`src/rtl/mem_map_pkg.sv`:
```
package mem_map_pkg;

  // address widths of the three memories
  localparam int SRC_ADDR_W = 10;
  localparam int IM_ADDR_W  = 8;
  localparam int DM_ADDR_W  = 8;

  localparam int SRC_DEPTH = 1 << SRC_ADDR_W;
  localparam int IM_DEPTH  = 1 << IM_ADDR_W;
  localparam int DM_DEPTH  = 1 << DM_ADDR_W;

  // word widths
  localparam int SRC_W = 32;
  localparam int IM_W  = 32;
  localparam int DM_W  = 16;

  // write port covers the widest memory, narrower ones use the low bits
  localparam int WR_ADDR_W = SRC_ADDR_W;
  localparam int WR_DATA_W = 32;

  typedef logic [SRC_W-1:0] src_word_t;
  typedef logic [IM_W-1:0]  im_word_t;
  typedef logic [DM_W-1:0]  dm_word_t;

  // one write port of a memory
  typedef struct packed {
    logic                 en;
    logic [WR_ADDR_W-1:0] addr;
    logic [WR_DATA_W-1:0] data; // dm keeps bits 15:0 only
  } ram_wr_t;

endpackage

```
`src/rtl/loader_pkg.sv`:
```
package loader_pkg;

  // apb side
  localparam int APB_ADDR_W = 16;
  localparam int APB_DATA_W = 32;
  localparam int WORD_LSB   = 2;  // byte address to word index
  localparam int WIN_SEL_LSB = 12; // paddr[15:12] picks the region

  // address map
  localparam logic [APB_ADDR_W-1:0] CMD_OFFSET    = 16'h0000;
  localparam logic [APB_ADDR_W-1:0] STATUS_OFFSET = 16'h0004;
  localparam logic [APB_ADDR_W-1:0] SRC_WIN_BASE  = 16'h1000;
  localparam logic [APB_ADDR_W-1:0] IM_WIN_BASE   = 16'h2000;
  localparam logic [APB_ADDR_W-1:0] DM_WIN_BASE   = 16'h3000;

  // word count, 1 to 256
  localparam int SIZE_W = 9;
  localparam int CMD_W  = 29;

  // command word, bit 28 down to bit 0
  typedef struct packed {
    logic                              op_clear; // 1 zero-fill, 0 copy
    logic                              target;   // 0 im, 1 dm
    logic [mem_map_pkg::SRC_ADDR_W-1:0] src_addr;
    logic [mem_map_pkg::IM_ADDR_W-1:0]  dst_addr;
    logic [SIZE_W-1:0]                 size;
  } loader_cmd_t;

  typedef struct packed {
    logic busy;
    logic done;
  } loader_status_t;

  typedef enum logic {
    ST_IDLE,
    ST_RUN
  } loader_state_t;

endpackage

```
`src/rtl/mem_controller.sv`:
```
`timescale 1ns/1ps

module mem_controller (
  input  logic                               clock,
  input  logic                               reset,
  input  loader_pkg::loader_cmd_t            cmd,
  input  logic                               start,
  output loader_pkg::loader_status_t         status,
  output logic [mem_map_pkg::SRC_ADDR_W-1:0] src_raddr,
  input  mem_map_pkg::src_word_t             src_rdata,
  output mem_map_pkg::ram_wr_t               im_wr,
  output mem_map_pkg::ram_wr_t               dm_wr
);

  import loader_pkg::*;
  import mem_map_pkg::*;

  loader_state_t          state;
  logic [SIZE_W-1:0]      rd_cnt;   // reads still to issue
  logic [SRC_ADDR_W-1:0]  rd_ptr;
  logic [IM_ADDR_W-1:0]   wr_ptr;
  logic                   rd_valid; // source word returns this cycle
  logic                   rd_issue;
  logic                   last_wr;
  logic                   done;
  logic                   job_clear;
  logic                   job_target;
  logic [WR_DATA_W-1:0]   wr_data;
  logic                   accept;

  assign accept   = (state == ST_IDLE) & start;
  assign rd_issue = (state == ST_RUN) & (rd_cnt != '0);
  assign last_wr  = rd_valid & (rd_cnt == '0);

  assign src_raddr = rd_ptr;

  // control: idle/run fsm plus read stage valid
  always_ff @(posedge clock) begin
    if (reset) begin
      state    <= ST_IDLE;
      rd_cnt   <= '0;
      rd_valid <= 1'b0;
      done     <= 1'b0;
    end else begin
      rd_valid <= rd_issue;
      case (state)
        ST_IDLE: begin
          if (start) begin
            state  <= ST_RUN;
            rd_cnt <= cmd.size;
            done   <= 1'b0;
          end
        end
        ST_RUN: begin
          if (rd_issue) begin
            rd_cnt <= rd_cnt - 1'b1;
          end
          if (last_wr) begin
            state <= ST_IDLE;
            done  <= 1'b1; // held until the next start
          end
        end
        default: state <= ST_IDLE;
      endcase
    end
  end

  // address counters and the latched job kind
  always_ff @(posedge clock) begin
    if (accept) begin
      rd_ptr     <= cmd.src_addr;
      wr_ptr     <= cmd.dst_addr;
      job_clear  <= cmd.op_clear;
      job_target <= cmd.target;
    end else begin
      if (rd_issue) begin
        rd_ptr <= rd_ptr + 1'b1;
      end
      if (rd_valid) begin
        wr_ptr <= wr_ptr + 1'b1;
      end
    end
  end

  // write stage
  assign wr_data = job_clear ? '0 : WR_DATA_W'(src_rdata);

  always_comb begin
    im_wr = '{en:   rd_valid & ~job_target,
              addr: WR_ADDR_W'(wr_ptr),
              data: wr_data};
    dm_wr = '{en:   rd_valid & job_target,
              addr: WR_ADDR_W'(wr_ptr),
              data: wr_data};
  end

  assign status = '{busy: (state == ST_RUN), done: done};

endmodule

```
`config.mk`:
```
export PLATFORM = sky130hd
export DESIGN_NAME = mem_controller
export DESIGN_NICKNAME = d
export VERILOG_FILES = /design/src/rtl/mem_map_pkg.sv /design/src/rtl/loader_pkg.sv /design/src/rtl/mem_controller.sv
export SDC_FILE = /design/constraint.sdc
export NUM_CORES = 1
export LEC_CHECK = 0
export BUFFER_PORTS_ARGS = -buffer_cell sky130_fd_sc_hd__buf_4
export CORE_UTILIZATION = 38
export DETAILED_ROUTE_END_ITERATION = 8
export PLACE_DENSITY = 0.78
export RECOVER_POWER = 100
export SYNTH_ARGS = -nofsm -noshare
export SYNTH_HDL_FRONTEND = slang
export SYNTH_SLANG_ARGS = --single-unit
```
`constraint.sdc`:
```
create_clock -name clock -period 2 [get_ports clock]
set_clock_uncertainty 0.15 [all_clocks]
set_input_delay 0 -clock clock [delete_from_list [all_inputs] [get_ports clock]]
set_output_delay 0 -clock clock [all_outputs]
set_load 0.05 [all_outputs]
```
==> flow_summary.json <==
{
  "status": "complete, no violations",
  "areaGrowthSynthToFinish_pct": 46.3,
  "finalSetupViolations": 0,
  "crit_fanout": 10,
  "worstSetupPathType": "reg -> reg",
  "drt_iter0_drc": 92,
  "yosysTopAreaCell": "edfxtp_1",
  "clk_pin_slew_ns": 0.06,
  "cp.required_ns": 1.83,
  "hold_violations": 0,
  "synth_area_leaders": "edfxtp_1 (26%), buf_4 (15%), dfxtp_1 (10%)",
  "start_util_pct": 40.6,
  "wl_per_cell_um": 15.7,
  "post_route_cells_drive_above_1_share_pct": 36.1,
  "drtPass1Iterations": 4,
  "synthArstFlopShare_pct": 0,
  "avgSynthCellArea_um2": 8.81,
  "finalNetCount": 473,
  "timing.fmax_ghz": 0.535,
  "holdWs_ns": 0.00438,
  "viasPerCell": 4.92,
  "cts_inserted_buffers": 5,
  "synthCells": 260,
  "finalMaxSlewViolations": 0,
  "detail-route-antenna-nets": 0,
  "core_mm2": 0.00564,
  "holdPathEnd": "rd_cnt[3]$_SDFFE_PP0P_",
  "cts_tree": "done",
  "end_kind": "flop",
  "dr_total_vias": 2359,
  "setup-tns-final_ns": 0,
  "reg2reg_depth": 6,
  "r2r_setup_slack_ns": 0.13,
  "hold_depth": 4,
  "p_per_area_mw_per_mm2": 816,
  "routabilityCongestion": 0.896,
  "finalCriticalPeriod_ns": 1.87,
  "dieArea_mm2": 0.00634,
  "clkLatencyLatePin_ns": 0.28,
  "grt_overflow": 0,
  "synth-seq-cells": 32,
  "vdd_drop_max_mv": 0.474,
  "yosysTopAreaCellShare_pct": 26.2,
  "grt_max_degree": 33,
  "power.leakage_nw": 1.51,
  "grt_use_total_pct": 22.1,
  "grt_pass1_vias": 2016,
  "numClockSinks": 32,
  "rows": 27,
  "ys_seq_area_share_pct": 36.7,
  "post-route-util_pct": 59.4,
  "antennaDiodeCount": 0,
  "die_h_um": 79.6,
  "dpl.hpwl_um": 5690,
  "synth-edff-count": 20,
  "min_from": "cmd[3]",
  "clockRootBuffer": "clkbuf_8",
  "clockBufferDepth": 2,
  "rsz0062_at_grt": "false",
  "r2r-start": "rd_cnt[0]$_SDFFE_PP0P_",
  "cp_data_arrival_time_ns": 1.70,
  "htree_levels": 2,
  "numPortBuffers": 157,
  "fill_cells": 558,
  "drv_cap": 0,
  "die_w_um": 79.6,
  "crit-reg2reg-capture": "src_raddr[6]$_DFFE_PP_",
  "yosysMostFrequentCell": "buf_4",
  "synthFlopType": "edfxtp_1",
  "drc": 0,
  "cp-start-kind": "flop",
  "synthTopCellsByCount": "buf_4 (46), nor2b_1 (34), nand2_1 (23)",
  "grt_antenna_before_repair": 0,
  "worstMarginPinSlew_ns": 0.650,
  "finalCritPeriodShare_pct": 93.5,
  "synth_warnings": 0,
  "grt_pass1_wl_um": 10600,
  "postRouteWirelength_um": 7500,
  "relSlewSlack_pct": 56.9,
  "syn-cell-area_mm2": 0.00229,
  "synth.distinct_cells": 46,
  "pin_count": 162,
  "hold_path_class": "in -> reg"
}
power by group:
part | switching [mW] | internal, mW | leakage [nW]
Sequential | 0.121 | 0.821 | 0.296
Clock | 0.239 | 0.314 | 0.0515
Combinational | 0.873 | 0.367 | 1.16
Total | 1.23 | 1.50 | 1.51
per-stage QoR:
stage | std cells | cell area (µm²) | worst slack (ns) | total power, mW
floorplan | 263 | 2310 | 0.0711 | 1.91
global placement | 440 | 3220 | 0.184 | 2.24
detailed placement | 440 | 3220 | 0.118 | 2.26
CTS | 478 | 3620 | 0.0613 | 2.86
global route | 479 | 3350 | 0.0229 | 2.87
finish | 479 | 3350 | 0.131 | 2.74
worst max-delay path: stages, from the launching register on:
cell and delay, ns:
dfxtp_1 0.39, inv_1 0.07, ha_1 0.23, nor4b_4 0.14, and3b_2 0.26, a21oi_2 0.14, buf_4 0.19
cell families (layout without fill, tap and decap cells):
group,after synthesis,after routing,share of synthesized area [%]
mux,2,2,0.928
fa+ha+maj,3,3,1.64
compound gates,39,39,10.5
simple gates,106,106,26.5
buf+inv,63,207,18.2
other cells,1,4,0.164
flops,32,32,36.7
xor+xnor,14,14,5.35
layer usage:
layer / vias up / track usage (%) / routed length [µm]
li1: 1137 / - / -
met1: 1114 / 26.9 / 2960
met2: 100 / 39.5 / 3960
met3: 8 / 3.66 / 492
met4: 0 / 6.55 / 81
met5: - / 0 / 0
worst max path at each step:
stage / start / end / slack [ns] / depth (start not counted)
after global routing: rd_cnt[0]$_SDFFE_PP0P_ / rd_cnt[3]$_SDFFE_PP0P_ / 0.02 / 7
final: rd_cnt[0]$_SDFFE_PP0P_ / src_raddr[6]$_DFFE_PP_ / 0.13 / 6
after floorplan: rd_cnt[0]$_SDFFE_PP0P_ / src_raddr[0]$_DFFE_PP_ / 0.07 / 6
after global placement: rd_cnt[0]$_SDFFE_PP0P_ / src_raddr[9]$_DFFE_PP_ / 0.18 / 6
after detailed placement: rd_cnt[0]$_SDFFE_PP0P_ / src_raddr[0]$_DFFE_PP_ / 0.12 / 6
after CTS: job_clear$_DFFE_PP_ / im_wr[15] / 0.06 / 2
cell type report:
type / count / area (µm²) / area share, %
Inverter: 5 / 18.8 / 0.560
Multi-Input combinational cell: 168 / 1050 / 31.2
Sequential cell: 32 / 841 / 25.1
Tap cell: 72 / 90.1 / 2.69
Timing Repair Buffer: 194 / 1250 / 37.5
Clock buffer: 8 / 100 / 2.99
timing repair:
item,4_1_cts,5_1_grt
hold endpoints to repair,31,0
gates resized for setup,0,1
hold buffers,30,0
endpoints found under the setup margin,0,17
buffers inserted,0,1
cells in the final DEF, fill, tap and decap left out, types with 2 or more instances in the layout:
| cell type | count |
|---|---|
| o21ai_0 | 10 |
| nand2_1 | 23 |
| dfxtp_1 | 12 |
| nor2_1 | 14 |
| nand3_1 | 10 |
| nor3_1 | 2 |
| xor2_1 | 9 |
| a311oi_1 | 2 |
| nand2b_1 | 4 |
| nand4_1 | 2 |
| and3_1 | 4 |
| xnor2_1 | 5 |
| a21oi_1 | 12 |
| ha_1 | 3 |
| inv_1 | 4 |
| clkbuf_1 | 33 |
| a22oi_1 | 2 |
| a211oi_1 | 2 |
| buf_4 | 65 |
| nand3b_1 | 2 |
| clkbuf_8 | 7 |
| a31oi_1 | 4 |
| clkbuf_4 | 2 |
| nor2b_1 | 34 |
| dlygate4sd3_1 | 30 |
| clkbuf_2 | 64 |
| conb_1 | 4 |
| edfxtp_1 | 20 |
state kept, by name (all words and copies together) (netlist names):
name	flops
rd_cnt	9
rd_valid	1
done	1
wr_ptr	8
state	1
job_target	1
src_raddr	10
job_clear	1
Note: power is estimated with default switching activity, not from simulation.
