### config.mk
export PLATFORM = sky130hd
export DESIGN_NAME = loader_regs
export DESIGN_NICKNAME = d
export VERILOG_FILES = /design/src/rtl/mem_map_pkg.sv /design/src/rtl/loader_pkg.sv /design/src/rtl/loader_regs.sv
export SDC_FILE = /design/constraint.sdc
export NUM_CORES = 1
export LEC_CHECK = 0
export BUFFER_PORTS_ARGS = -buffer_cell sky130_fd_sc_hd__buf_2
export CORE_AREA = 2 2 139 141
export CTS_CLUSTER_SIZE = 14
export DETAILED_ROUTE_END_ITERATION = 16
export DIE_AREA = 0 0 141 143
export GPL_TIMING_DRIVEN = 0
export PLACE_DENSITY = 0.52
export SETUP_SLACK_MARGIN = 0.3
export SLEW_MARGIN = 20
export SYNTH_ARGS = -nofsm -noshare
export SYNTH_HDL_FRONTEND = slang
export SYNTH_SLANG_ARGS = --single-unit
### constraint.sdc
create_clock -name clock -period 3.4 [get_ports clock]
set_input_delay 0.34 -clock clock [delete_from_list [all_inputs] [get_ports clock]]
set_output_delay 0.34 -clock clock [all_outputs]
set_load 0.05 [all_outputs]
### src/rtl/mem_map_pkg.sv
package mem_map_pkg;

  // address widths of the three memories
  localparam int SRC_ADDR_W = 10;
  localparam int IM_ADDR_W  = 8;
  localparam int DM_ADDR_W  = 8;

  localparam int SRC_DEPTH = 1 << SRC_ADDR_W;
  localparam int IM_DEPTH  = 1 << IM_ADDR_W;
  localparam int DM_DEPTH  = 1 << DM_ADDR_W;

  // word widths
  localparam int SRC_W = 32;
  localparam int IM_W  = 32;
  localparam int DM_W  = 16;

  // write port covers the widest memory, narrower ones use the low bits
  localparam int WR_ADDR_W = SRC_ADDR_W;
  localparam int WR_DATA_W = 32;

  typedef logic [SRC_W-1:0] src_word_t;
  typedef logic [IM_W-1:0]  im_word_t;
  typedef logic [DM_W-1:0]  dm_word_t;

  // one write port of a memory
  typedef struct packed {
    logic                 en;
    logic [WR_ADDR_W-1:0] addr;
    logic [WR_DATA_W-1:0] data; // dm keeps bits 15:0 only
  } ram_wr_t;

endpackage

### src/rtl/loader_pkg.sv
package loader_pkg;

  // apb side
  localparam int APB_ADDR_W = 16;
  localparam int APB_DATA_W = 32;
  localparam int WORD_LSB   = 2;  // byte address to word index
  localparam int WIN_SEL_LSB = 12; // paddr[15:12] picks the region

  // address map
  localparam logic [APB_ADDR_W-1:0] CMD_OFFSET    = 16'h0000;
  localparam logic [APB_ADDR_W-1:0] STATUS_OFFSET = 16'h0004;
  localparam logic [APB_ADDR_W-1:0] SRC_WIN_BASE  = 16'h1000;
  localparam logic [APB_ADDR_W-1:0] IM_WIN_BASE   = 16'h2000;
  localparam logic [APB_ADDR_W-1:0] DM_WIN_BASE   = 16'h3000;

  // word count, 1 to 256
  localparam int SIZE_W = 9;
  localparam int CMD_W  = 29;

  // command word, bit 28 down to bit 0
  typedef struct packed {
    logic                              op_clear; // 1 zero-fill, 0 copy
    logic                              target;   // 0 im, 1 dm
    logic [mem_map_pkg::SRC_ADDR_W-1:0] src_addr;
    logic [mem_map_pkg::IM_ADDR_W-1:0]  dst_addr;
    logic [SIZE_W-1:0]                 size;
  } loader_cmd_t;

  typedef struct packed {
    logic busy;
    logic done;
  } loader_status_t;

  typedef enum logic {
    ST_IDLE,
    ST_RUN
  } loader_state_t;

endpackage

### src/rtl/loader_regs.sv
`timescale 1ns/1ps

module loader_regs (
  input  logic                                clock,
  input  logic                                reset,
  // apb slave
  input  logic                                psel,
  input  logic                                penable,
  input  logic                                pwrite,
  input  logic [loader_pkg::APB_ADDR_W-1:0]   paddr,
  input  logic [loader_pkg::APB_DATA_W-1:0]   pwdata,
  output logic [loader_pkg::APB_DATA_W-1:0]   prdata,
  output logic                                pready,
  output logic                                pslverr,
  // engine
  output loader_pkg::loader_cmd_t             cmd,
  output logic                                start,
  input  loader_pkg::loader_status_t          status,
  // memory windows, port a
  output mem_map_pkg::ram_wr_t                src_wr,
  output logic [mem_map_pkg::SRC_ADDR_W-1:0]  src_raddr,
  input  mem_map_pkg::src_word_t              src_rdata,
  output mem_map_pkg::ram_wr_t                im_wr,
  output logic [mem_map_pkg::IM_ADDR_W-1:0]   im_raddr,
  input  mem_map_pkg::im_word_t               im_rdata,
  output mem_map_pkg::ram_wr_t                dm_wr,
  output logic [mem_map_pkg::DM_ADDR_W-1:0]   dm_raddr,
  input  mem_map_pkg::dm_word_t               dm_rdata
);

  import loader_pkg::*;
  import mem_map_pkg::*;

  logic        access;
  logic        is_cmd;
  logic        is_status;
  logic        is_src;
  logic        is_im;
  logic        is_dm;
  logic        is_win;
  logic        win_read;
  logic        cmd_bad;
  logic        err;
  logic        cmd_wr;
  logic        rd_wait; // window read in its wait state
  loader_cmd_t new_cmd;
  logic [SRC_ADDR_W:0] src_end;
  logic [SIZE_W:0]     dst_end;

  assign access = psel & penable;

  // region decode
  assign is_cmd    = (paddr == CMD_OFFSET);
  assign is_status = (paddr == STATUS_OFFSET);
  assign is_src = (paddr[APB_ADDR_W-1:WIN_SEL_LSB] == SRC_WIN_BASE[APB_ADDR_W-1:WIN_SEL_LSB]);
  assign is_im  = (paddr[APB_ADDR_W-1:WIN_SEL_LSB] == IM_WIN_BASE[APB_ADDR_W-1:WIN_SEL_LSB]);
  assign is_dm  = (paddr[APB_ADDR_W-1:WIN_SEL_LSB] == DM_WIN_BASE[APB_ADDR_W-1:WIN_SEL_LSB]);
  assign is_win = is_src | is_im | is_dm;

  // command checks, end addresses are one past the last word
  assign new_cmd = loader_cmd_t'(pwdata[CMD_W-1:0]);
  assign src_end = (SRC_ADDR_W+1)'(new_cmd.src_addr) + (SRC_ADDR_W+1)'(new_cmd.size);
  assign dst_end = (SIZE_W+1)'(new_cmd.dst_addr) + (SIZE_W+1)'(new_cmd.size);

  always_comb begin
    cmd_bad = 1'b0;
    if (new_cmd.size == '0) begin
      cmd_bad = 1'b1;
    end
    if (src_end > SRC_DEPTH) begin
      cmd_bad = 1'b1;
    end
    if (dst_end > (new_cmd.target ? DM_DEPTH : IM_DEPTH)) begin
      cmd_bad = 1'b1;
    end
  end

  assign err = (status.busy & (is_cmd | is_win)) | (is_cmd & pwrite & cmd_bad);

  // window reads hold pready low for one cycle
  assign win_read = access & ~pwrite & is_win;
  assign pready   = access & (~win_read | err | rd_wait);
  assign pslverr  = pready & err;

  assign cmd_wr = access & pwrite & is_cmd & ~err;

  always_ff @(posedge clock) begin
    if (reset) begin
      rd_wait <= 1'b0;
      start   <= 1'b0;
    end else begin
      rd_wait <= win_read & ~err & ~rd_wait;
      start   <= cmd_wr; // one-cycle pulse, cmd lands on the same edge
    end
  end

  always_ff @(posedge clock) begin
    if (cmd_wr) begin
      cmd <= new_cmd;
    end
  end

  // port a read addresses follow paddr
  assign src_raddr = paddr[WORD_LSB +: SRC_ADDR_W];
  assign im_raddr  = paddr[WORD_LSB +: IM_ADDR_W];
  assign dm_raddr  = paddr[WORD_LSB +: DM_ADDR_W];

  always_comb begin
    src_wr = '{en:   access & pwrite & is_src & ~err,
               addr: WR_ADDR_W'(src_raddr),
               data: WR_DATA_W'(pwdata)};
    im_wr  = '{en:   access & pwrite & is_im & ~err,
               addr: WR_ADDR_W'(im_raddr),
               data: WR_DATA_W'(pwdata)};
    dm_wr  = '{en:   access & pwrite & is_dm & ~err,
               addr: WR_ADDR_W'(dm_raddr),
               data: WR_DATA_W'(pwdata)};
  end

  // read mux, ram data is valid in the wait cycle
  always_comb begin
    prdata = '0;
    if (is_cmd) begin
      prdata = APB_DATA_W'(cmd);
    end else if (is_status) begin
      prdata = APB_DATA_W'(status);
    end else if (is_src) begin
      prdata = APB_DATA_W'(src_rdata);
    end else if (is_im) begin
      prdata = APB_DATA_W'(im_rdata);
    end else if (is_dm) begin
      prdata = APB_DATA_W'(dm_rdata); // upper half reads zero
    end
  end

endmodule

==> qor.yml <==
job:
  drv_cap: 0
synth:
  ys.flop_type: "edfxtp_1"
  synth_area_leaders: "buf_4 30%, edfxtp_1 23%, ha_1 5.5%, a222oi_1 3.4%, a22oi_1 3.3%"
  synth.distinct_cells: 62
  synth_cells: 452
  synthArstFlopShare_pct: 0
  synth.avg_cell_area_um2: 8.54
  synth-seq-cells: 31
  yosysWarnings: 0
  synth_edf_count: 29
  synth_top_cell_area_share_pct: 29.6
  seq_area_frac_synth_pct: 23.6
  yosysMostFrequentCell: "buf_4"
  synth_common_cells: "152 x buf_4, 31 x nor2_1, 29 x edfxtp_1, 25 x inv_1"
  synthesis.area_um2: 3860
  synth_top_area_cell: "buf_4"
global_route:
  grt_pass1_wl_um: 23100
  grt_pass1_vias: 3983
  grt_overflow: 0
  grt_max_degree: 30
  antenna_found_initial: 0
  grt_use_total_pct: 15.0
timing:
  fin_skew_ns: 0
  slew_headroom_pct: 48.9
  tightest_slew_ns: 0.766
  finalSetupViolations: 0
  hold_viol: 0
  finalCritPeriodShare_pct: 91.1
  rsz0062_at_grt: "yes"
  worst_slack_ns: 0.301
  max_freq_ghz: 0.323
  slew_viol_final: 0
  min_period_ns: 3.10
clock_tree:
  cts_sinks: 31
  holdBufCountCts: 0
  htreeDepth: 2
  cts_tree: "built"
  cts_max_path_buffers: 2
  clkTransAtPathRegs_ns: 0.05
  cts_buffers: 5
  insertion_delay_ns: 0.27
  cts_root_buf: "clkbuf_16"
route:
  dr_wl_met3_um: 1120
  vias: 4362
  dr_wl_met2_um: 8690
  wl_per_cell_um: 16.0
  vias_per_cell: 4.15
  top_layer: "met4"
  initialDrtViolationCount: 187
  m1WireLength_um: 6800
  ant_nets: 0
  drt-total-wl_um: 16800
  dr.pass1.iters: 4
  drc_errors: 0
floorplanning:
  die_w_um: 141
  coreArea_um2: 18600
  io_pins: 354
  rows: 50
  die_h_um: 143
  start_util_pct: 20.8
  die-area_um2: 20200
place:
  dpl.hpwl_um: 13500
  place.gp.congestion: 0.806
  post-place-ws_ns: -0.465
  dp.cells: 1035
  portBuffers: 346
pwr:
  power.density_nw_per_um2: 306
  peakVddDrop_mv: 0.182
  p_leak_nw: 3.37
worst_setup_path:
  crit_fanout: 4
  end_kind: "output pin"
  cp.required_ns: 3.06
  crit_type: "in2out"
  critical_path.startpoint_type: "input pin"
  arrival_ns: 2.76
final_layout:
  nets: 969
  syn2layout_area_growth_pct: 65.3
  instances_no_fill: 1050
  drive_gt1_share_pct: 68.1
  fin_util_pct: 34.3
  antennaDiodeCount: 0
min_path:
  min_path_type: "in2reg"
outcome:
  status: "finished clean"
## worst max-delay path, cell delays in order
cell	delay (ns)
buf_12	0.09
ha_4	0.13
inv_2	0.04
fa_2	0.37
nor2b_4	0.16
nor4b_2	0.07
mux4_2	0.48
o2111a_2	0.17
a211oi_4	0.28
o41ai_4	0.11
buf_4	0.17
and4_1	0.18
buf_6	0.16
## report_power, final
group | switching [mW] | leakage (nW) | total (mW) | internal, mW
combinational | 0.666 | 3.00 | 1.02 | 0.354
sequential | 0.0000147 | 0.277 | 0.417 | 0.417
clock | 0.173 | 0.0838 | 0.519 | 0.345
total | 0.839 | 3.37 | 1.95 | 1.12
## repair_timing
action / 4_1_cts / 5_1_grt
resized for setup: 44 / 20
hold endpoints to repair: 0 / 0
buffers inserted: 3 / 3
pin swaps: 7 / 12
endpoints found under the setup margin: 34 / 37
gates cloned: 0 / 1
## metal layers
layer	vias to the layer above	track usage (%)
li1	2168	-
met1	1973	18.2
met2	213	28.3
met3	8	1.81
met4	0	3.16
met5	-	0
## final cells by class
class,instances,area [µm²]
plain buffers,166,1220
clock buffers,5,125
clock inverters,3,43.8
fillers,1949,12200
inverters,25,93.8
multi-input cells,234,1840
flip-flops and latches,31,911
well taps,234,293
repair buffers,352,1860
## cell families (layout without fill, tap and decap cells)
group / Yosys count / after routing / synth area share, %
AO/OA/AOI/OAI: 91 / 91 / 18.0
XOR/XNOR: 6 / 6 / 1.56
flip-flops: 31 / 31 / 23.6
AND/OR/NAND/NOR: 107 / 108 / 14.4
multiplexers: 6 / 6 / 1.91
adder cells (fa/ha/maj): 19 / 19 / 6.55
other: 1 / 4 / 0.0972
buffers and inverters: 191 / 551 / 33.9
## per-stage QoR
step           total power [mW]  area [µm²]  TNS [ns]  hold slack [ns]
6_report                   1.95        6380         0            0.264
3_5_place_dp               1.40        5900    -14.34            0.528
4_1_cts                    1.95        6270         0            0.267
2_1_floorplan              1.15        3880         0            0.416
5_1_grt                    2.05        6380         0            0.265
3_3_place_gp               1.40        5900    -13.88            0.519
## layout by cell type, fill, tap and decap left out, types with 3 or more instances in the layout
cell type / n
a22o_1: 3
inv_1: 23
and3_4: 4
nor2b_1: 4
nand2_1: 20
ha_4: 3
a21oi_1: 5
clkbuf_16: 5
nor2_1: 31
conb_1: 4
edfxtp_1: 29
mux2i_1: 4
nor3_1: 3
ha_1: 12
nor4_1: 6
clkbuf_2: 3
buf_2: 336
buf_4: 159
o21ai_1: 15
a222oi_1: 13
o21ai_0: 9
a22oi_1: 17
clkbuf_1: 8
nand2b_1: 20
buf_6: 5
o22ai_1: 4
## path summary, 6_finish.rpt
path,depth (start not counted),startpoint,end,slack (ns)
setup / recovery,13,pwdata[0],dm_wr[42],0.30
hold / removal,2,reset,rd_wait$_SDFF_PP0_,0.26
setup reg to reg,2,rd_wait$_SDFF_PP0_,rd_wait$_SDFF_PP0_,2.54
hold reg to reg,2,rd_wait$_SDFF_PP0_,rd_wait$_SDFF_PP0_,0.53
## registers in the layout (all words and copies together), names as in the netlist
signal and flops:
cmd 29, rd_wait 1, start 1
No activity file was read; power rests on OpenSTA's default activity.
